--- config.mk ---
export PLATFORM = sky130hd
export DESIGN_NAME = core_top
export DESIGN_NICKNAME = d
export VERILOG_FILES = /design/src/source/core_pkg.sv /design/src/source/core_top.sv /design/src/source/video_conditioner.sv /design/src/source/slot_status.sv /design/src/source/bridge_settings.sv
export SDC_FILE = /design/constraint.sdc
export NUM_CORES = 1
export LEC_CHECK = 0
export BUFFER_PORTS_ARGS = -buffer_cell sky130_fd_sc_hd__clkbuf_2
export CAP_MARGIN = 20
export CELL_PAD_IN_SITES_DETAIL_PLACEMENT = 1
export CELL_PAD_IN_SITES_GLOBAL_PLACEMENT = 2
export CORE_MARGIN = 5
export CORE_UTILIZATION = 20
export CTS_BUF_LIST = sky130_fd_sc_hd__clkbuf_16
export CTS_CLUSTER_SIZE = 10
export DETAILED_ROUTE_END_ITERATION = 10
export PLACE_DENSITY_LB_ADDON = 0.1
export SLEW_MARGIN = 5
export SYNTH_ARGS = -nofsm -noshare
export SYNTH_HDL_FRONTEND = slang
export SYNTH_HIERARCHICAL = 1
export SYNTH_SLANG_ARGS = --single-unit
export TNS_END_PERCENT = 100
--- constraint.sdc ---
create_clock -name clk_74a -period 1.6 [get_ports clk_74a]
set_input_delay 0.16 -clock clk_74a [delete_from_list [all_inputs] [get_ports clk_74a]]
set_output_delay 0.16 -clock clk_74a [all_outputs]
set_load 0.05 [all_outputs]
--- src/source/core_pkg.sv ---
// shared types and constants for the nes bridge glue
// everything runs on clk_74a, video treated as one pixel per clock
// bridge addresses follow the host register map at 0x200..0x20c
// save size is fixed, the core only reports present or absent

package core_pkg;

  //////////////////////////////////////////////////
  // settings registers

  typedef enum logic [1:0] {
    reg_hide_overscan = 2'd0,
    reg_mask_edges    = 2'd1,
    reg_extra_sprites = 2'd2,
    reg_palette       = 2'd3
  } settings_reg_e;

  localparam logic [31:0] settings_addr_hide_overscan = 32'h0000_0200;
  localparam logic [31:0] settings_addr_mask_edges    = 32'h0000_0204;
  localparam logic [31:0] settings_addr_extra_sprites = 32'h0000_0208;
  localparam logic [31:0] settings_addr_palette       = 32'h0000_020c;

  typedef struct packed {
    logic       hide_overscan;
    logic [1:0] mask_vid_edges;
    logic       allow_extra_sprites;
    logic [2:0] selected_palette;
  } core_settings_t;

  // host bridge write side
  typedef struct packed {
    logic        wr;
    logic [31:0] addr;
    logic [31:0] wr_data;
  } bridge_wr_t;

  //////////////////////////////////////////////////
  // data table

  typedef struct packed {
    logic        wren;
    logic [9:0]  addr;
    logic [31:0] data;
  } datatable_wr_t;

  // slot index, not slot id
  localparam int unsigned save_slot_index = 1;
  // each slot takes two table words, size is the second one
  localparam logic [9:0]  save_table_addr = 10'(save_slot_index * 2 + 1);
  localparam logic [31:0] save_size_bytes = 32'h0004_0000;

  //////////////////////////////////////////////////
  // video

  typedef struct packed {
    logic        hblank;
    logic        vblank;
    logic        hs;
    logic        vs;
    logic [23:0] rgb;
  } video_in_t;

  typedef struct packed {
    logic        de;
    logic        hs;
    logic        vs;
    logic [23:0] rgb;
  } video_out_t;

  // keeps hsync clear of the vsync pulse
  localparam logic [2:0] hs_delay_cycles   = 3'd7;
  localparam int         slot_overscan_bit = 13;

endpackage
--- src/source/core_top.sv ---
// glue between the host bridge, the nes core and the scaler
// single clock domain, video runs at one pixel per clk_74a
// core video, has_save and slot strobes arrive as plain inputs
// no back-pressure, every output is a level or a strobe

`timescale 1ns/1ps

module core_top import core_pkg::*; (
  input  logic           clk_74a,
  input  logic           pll_core_locked,

  // host bridge
  input  bridge_wr_t     bridge,
  output core_settings_t settings,

  // host data slot commands
  input  logic           dataslot_requestwrite,
  input  logic           dataslot_allcomplete,
  input  logic           has_save,
  output logic           download,
  output datatable_wr_t  datatable,

  // emulator video in, scaler video out
  input  video_in_t      video_in,
  output video_out_t     video_out
);

  core_settings_t settings_q;

  //////////////////////////////////////////////////
  // settings

  bridge_settings bridge_settings_inst (
    .clk_74a         (clk_74a),
    .pll_core_locked (pll_core_locked),
    .bridge          (bridge),
    .settings        (settings_q)
  );

  assign settings = settings_q;

  //////////////////////////////////////////////////
  // data slots

  slot_status slot_status_inst (
    .clk_74a               (clk_74a),
    .pll_core_locked       (pll_core_locked),
    .dataslot_requestwrite (dataslot_requestwrite),
    .dataslot_allcomplete  (dataslot_allcomplete),
    .has_save              (has_save),
    .download              (download),
    .datatable             (datatable)
  );

  //////////////////////////////////////////////////
  // video

  // overscan flag rides in the slot word to the scaler
  video_conditioner video_conditioner_inst (
    .clk_74a         (clk_74a),
    .pll_core_locked (pll_core_locked),
    .hide_overscan   (settings_q.hide_overscan),
    .video_in        (video_in),
    .video_out       (video_out)
  );

endmodule

--- src/source/video_conditioner.sv ---
// conditions emulator video for the scaler
// all outputs registered, one cycle behind the sampled inputs
// syncs become single-cycle pulses, hsync delayed against vsync
// a slot word with the overscan flag follows each active line

`timescale 1ns/1ps

module video_conditioner import core_pkg::*; (
  input  logic       clk_74a,
  input  logic       pll_core_locked,
  input  logic       hide_overscan,
  input  video_in_t  video_in,
  output video_out_t video_out
);

  logic        active;
  logic        active_prev;
  logic        line_end;
  logic        hs_prev;
  logic        hs_rise;
  logic        vs_prev;
  logic        vs_rise;
  logic [2:0]  hs_delay;
  logic [23:0] slot_word;

  //////////////////////////////////////////////////
  // edge detect on the raw inputs

  assign active   = ~(video_in.hblank | video_in.vblank);
  assign line_end = active_prev & ~active;
  assign hs_rise  = video_in.hs & ~hs_prev;
  assign vs_rise  = video_in.vs & ~vs_prev;

  // only the overscan flag is carried, the rest stays zero
  assign slot_word = 24'(hide_overscan) << slot_overscan_bit;

  always_ff @(posedge clk_74a or negedge pll_core_locked) begin
    if (!pll_core_locked) begin
      active_prev <= 1'b0;
      hs_prev     <= 1'b0;
      vs_prev     <= 1'b0;
    end else begin
      active_prev <= active;
      hs_prev     <= video_in.hs;
      vs_prev     <= video_in.vs;
    end
  end

  //////////////////////////////////////////////////
  // hsync delay

  // a new rise reloads, so the last rise sets the pulse time
  always_ff @(posedge clk_74a or negedge pll_core_locked) begin
    if (!pll_core_locked) begin
      hs_delay <= '0;
    end else if (hs_rise) begin
      hs_delay <= hs_delay_cycles;
    end else if (hs_delay != '0) begin
      hs_delay <= hs_delay - 3'd1;
    end
  end

  //////////////////////////////////////////////////
  // output register

  always_ff @(posedge clk_74a or negedge pll_core_locked) begin
    if (!pll_core_locked) begin
      video_out <= '0;
    end else begin
      video_out.de <= active;
      video_out.vs <= vs_rise;
      // counter at one means seven edges since the rise
      video_out.hs <= (hs_delay == 3'd1);
      if (active) begin
        video_out.rgb <= video_in.rgb;
      end else if (line_end) begin
        video_out.rgb <= slot_word;
      end else begin
        video_out.rgb <= '0;
      end
    end
  end

  //////////////////////////////////////////////////
  // checks

  a_hs_single: assert property (
    @(posedge clk_74a) disable iff (!pll_core_locked)
    video_out.hs |=> !video_out.hs
  ) else $error("hsync pulse longer than one cycle");

  a_vs_single: assert property (
    @(posedge clk_74a) disable iff (!pll_core_locked)
    video_out.vs |=> !video_out.vs
  ) else $error("vsync pulse longer than one cycle");

  // blank colour is zero except on the slot word cycle
  a_blank_black: assert property (
    @(posedge clk_74a) disable iff (!pll_core_locked)
    (!video_out.de && !$past(video_out.de)) |-> (video_out.rgb == '0)
  ) else $error("nonzero rgb during blanking");

endmodule

--- src/source/slot_status.sv ---
// download flag and save-size report for the host data table
// strobes are single-cycle pulses from the host command side
// the size entry is rewritten every cycle, there is no handshake

`timescale 1ns/1ps

module slot_status import core_pkg::*; (
  input  logic          clk_74a,
  input  logic          pll_core_locked,
  input  logic          dataslot_requestwrite,
  input  logic          dataslot_allcomplete,
  input  logic          has_save,
  output logic          download,
  output datatable_wr_t datatable
);

  //////////////////////////////////////////////////
  // download level

  // request wins over complete in the same cycle
  always_ff @(posedge clk_74a or negedge pll_core_locked) begin
    if (!pll_core_locked) begin
      download <= 1'b0;
    end else if (dataslot_requestwrite) begin
      download <= 1'b1;
    end else if (dataslot_allcomplete) begin
      download <= 1'b0;
    end
  end

  //////////////////////////////////////////////////
  // save size entry

  always_ff @(posedge clk_74a or negedge pll_core_locked) begin
    if (!pll_core_locked) begin
      datatable <= '0;
    end else begin
      datatable.wren <= 1'b1;
      datatable.addr <= save_table_addr;
      // zero size tells the host there is nothing to save
      if (has_save) begin
        datatable.data <= save_size_bytes;
      end else begin
        datatable.data <= '0;
      end
    end
  end

  a_download_held: assert property (
    @(posedge clk_74a) disable iff (!pll_core_locked)
    dataslot_requestwrite |=> download
  ) else $error("download low after a requestwrite strobe");

endmodule

--- src/source/bridge_settings.sv ---
// settings registers written by the host over the bridge
// only full 32-bit address matches are decoded, no byte enables
// reads are not served here, the host keeps its own copy
// unused upper data bits of each write are ignored

`timescale 1ns/1ps

module bridge_settings import core_pkg::*; (
  input  logic           clk_74a,
  input  logic           pll_core_locked,
  input  bridge_wr_t     bridge,
  output core_settings_t settings
);

  settings_reg_e reg_sel;
  logic          reg_hit;

  //////////////////////////////////////////////////
  // address decode

  always_comb begin
    reg_hit = 1'b1;
    reg_sel = reg_hide_overscan;
    case (bridge.addr)
      settings_addr_hide_overscan: reg_sel = reg_hide_overscan;
      settings_addr_mask_edges:    reg_sel = reg_mask_edges;
      settings_addr_extra_sprites: reg_sel = reg_extra_sprites;
      settings_addr_palette:       reg_sel = reg_palette;
      default:                     reg_hit = 1'b0;
    endcase
  end

  //////////////////////////////////////////////////
  // register update

  always_ff @(posedge clk_74a or negedge pll_core_locked) begin
    if (!pll_core_locked) begin
      settings <= '0;
    end else if (bridge.wr && reg_hit) begin
      case (reg_sel)
        reg_hide_overscan: begin
          settings.hide_overscan <= bridge.wr_data[0];
        end
        reg_mask_edges: begin
          settings.mask_vid_edges <= bridge.wr_data[1:0];
        end
        reg_extra_sprites: begin
          settings.allow_extra_sprites <= bridge.wr_data[0];
        end
        reg_palette: begin
          settings.selected_palette <= bridge.wr_data[2:0];
        end
      endcase
    end
  end

  // palette only moves after a write to its own register
  a_palette_needs_write: assert property (
    @(posedge clk_74a) disable iff (!pll_core_locked)
    $changed(settings.selected_palette) |->
      $past(bridge.wr && (bridge.addr == settings_addr_palette))
  ) else $error("selected_palette changed without a palette write");

endmodule

==> flow_summary.toml <==
[timing]
setup_ws_ps = 250
fmax_mhz = 741
finClkSkew_ps = 2.46
tns_ps = 0
slew_viol_final = 0
finalCritPeriodShare_pct = 84.4
setup_viol_count_final = 0
fin_hold_ws_ps = 74.2
fin_crit_ps = 1350
finalHoldViolCount = 0
rsz0062_at_grt = "no"

[synthesis]
synth_edf_count = 0
syn_area_um2 = 1920
ys.flop_type = "dfrtp_1"
ys_seq_area_share_pct = 54.7
syn-instance-count = 156
avgSynthCellArea_um2 = 12.3
yosysMostFrequentCell = "buf_4"
ys_async_sr_fraction_pct = 100
ys_ff_latch = 42
synth.area.top_cells = "dfrtp_1 55%, buf_4 17%, and2_1 7.5%"
synthTopCellsByCount = "43 x buf_4, 42 x dfrtp_1, 23 x and2_1, 6 x mux2_2"
synth_top_cell_by_area = "dfrtp_1"
yosysUniqueCellTypes = 29
ys_warn_count = 6
netlist.area_leader.share_pct = 54.7

[setup_path]
cp_data_required_time_ps = 1750
crit_buf_inv = 1
crit_path_top_delay_cell = "mux2_2"
cp_top_family = "simple AND/OR/NAND/NOR gates"
crit_arrival_ps = 1500
crit_chain = "clkbuf_2 > nor4b_2 > nand4_2 > nor4_4 > mux2_2"
start_kind = "primary input"
path_class = "in -> reg"
critPathMaxStageDelay_ps = 380
crit_fanout = 4
crit_path_end_kind = "flip-flop"

[finish]
finalInstanceArea_um2 = 2680
fin_nets = 372
diodes = 0
area.growth.synth_to_final_pct = 39.2
layout-drive-gt1-share_pct = 49.6

[global_routing]
antenna_found_initial = 0
grtUsageTotal_pct = 7.93
grt_pass1_wl_um = 7310
grt_max_degree = 27
grt_pass1_vias = 1478
gr-total-overflow = 0

[power_and_ir_drop]
p_per_area_nw_per_um2 = 1130
p_total_mw = 3.03
p_leak_nw = 1.49
ir_drop_mv = 0.398

[clock_network]
cts-root-buf = "clkbuf_16"
cts_tree = "yes"
clk_latency_ps = 280
clk_pin_slew_ps = 60
cts.repair.resized = 0
numCtsBuffers = 5
cts_htree_levels = 2
cts_setup_buffers = 0
clock-sinks = 42
cts_buffer_depth = 2

[routing]
wire_per_inst_um = 12.2
dr_total_vias = 1365
dr.pass1.iters = 3
drt_wl_total_um = 4870
drtIter0Drc = 9
viasPerCell = 3.40
ant_nets = 0
drc_errors = 0

[floorplanning]
rows = 35
core-area_um2 = 9280
io_pins = 176
chipWidth_um = 108
die_area_um2 = 11700
start_util_pct = 20.7
die_y_um = 108

[flow_run]
cap_viol_max_count = 0

[placed_design]
post-dp-hpwl_um = 4180
portBuffers = 107
placedInstanceArea_um2 = 2470
gp_congestion = 0.617
pre_cts_slack_ps = -55.3

[status]
outcome = "finished clean"

[min_path]
hp-class = "in -> reg"
==> routing by layer <==
layer,up-vias,GRT usage [%],routed length (um)
li1,649,-,-
met1,614,9.88,2000
met2,100,12.7,2150
met3,2,2.93,678
met4,0,2.71,46
met5,-,0,0
==> sequential cells by signal, indices dropped and copies added (netlist names) <==
name / flops
video_conditioner_inst/video_out: 27
bridge_settings_inst/settings: 7
video_conditioner_inst/hs_delay: 3
slot_status_inst/datatable: 2
slot_status_inst/download: 1
video_conditioner_inst/hs_prev: 1
video_conditioner_inst/vs_prev: 1
==> power by group <==
| group | total (mW) | switching [mW] | internal (mW) |
|---|---|---|---|
| Clock | 1.12 | 0.391 | 0.730 |
| Sequential | 1.17 | 0.0343 | 1.13 |
| Combinational | 0.736 | 0.512 | 0.223 |
| Total | 3.03 | 0.938 | 2.09 |
==> cell usage in the layout (no fill, tap or decap), types with 2 or more instances in the layout <==
master / n
conb_1: 40
and2_1: 23
clkbuf_2: 107
ha_1: 3
nand2_1: 4
nor4_2: 3
mux2_2: 6
nor4_1: 5
dfrtp_1: 42
clkbuf_16: 5
inv_1: 6
nor4b_2: 2
buf_4: 2
dlygate4sd3_1: 4
==> cell type report <==
| cell class | count | area (um^2) |
|---|---|---|
| Tap cell | 129 | 161 |
| Inverter | 5 | 18.8 |
| Clock inverter | 3 | 41.3 |
| Sequential cell | 42 | 1050 |
| Fill cell | 1116 | 6610 |
| Clock buffer | 5 | 125 |
| Timing Repair Buffer | 114 | 611 |
| Multi-Input combinational cell | 103 | 667 |
==> cells by family after synthesis <==
| family | synth area share [%] |
|---|---|
| xor gates and xnor gates | 0.456 |
| muxes | 5.40 |
| adders and majority gates | 1.95 |
| AOI/OAI and AO/OA | 0.651 |
| DFF | 54.7 |
| buffers and inverters | 18.0 |
| other | 0.391 |
| and+or+nand+nor | 18.4 |
==> per-stage QoR <==
| stage | utilization, % | std cells |
|---|---|---|
| after floorplan | - | 194 |
| after global routing | 28.8 | 401 |
| after detailed placement | 26.6 | 389 |
| after global placement | 26.6 | 389 |
| final | 28.8 | 401 |
| after CTS | 28.8 | 401 |
==> timing repair <==
item,in CTS,in global routing
hold buffers,4,0
setup endpoints to repair,0,0
endpoints found under the hold margin,19,0
==> final timing paths <==
path | cells past startpoint | slack [ps] | startpoint | end
setup / recovery | 5 | 250 | bridge[33] | bridge_settings_inst/settings[1]
hold / removal | 2 | 70 | dataslot_requestwrite | slot_status_inst/download
setup reg to reg | 5 | 370 | video_conditioner_inst/hs_delay[0] | video_conditioner_inst/hs_delay[1]
hold reg to reg | 1 | 390 | video_conditioner_inst/vs_prev | video_conditioner_inst/video_out[24]
max in group asynchronous | 3 | 720 | pll_core_locked | video_conditioner_inst/video_out[17]
min in group asynchronous | 2 | 370 | pll_core_locked | video_conditioner_inst/video_out[24]
Power figures use the tool's default switching activity.
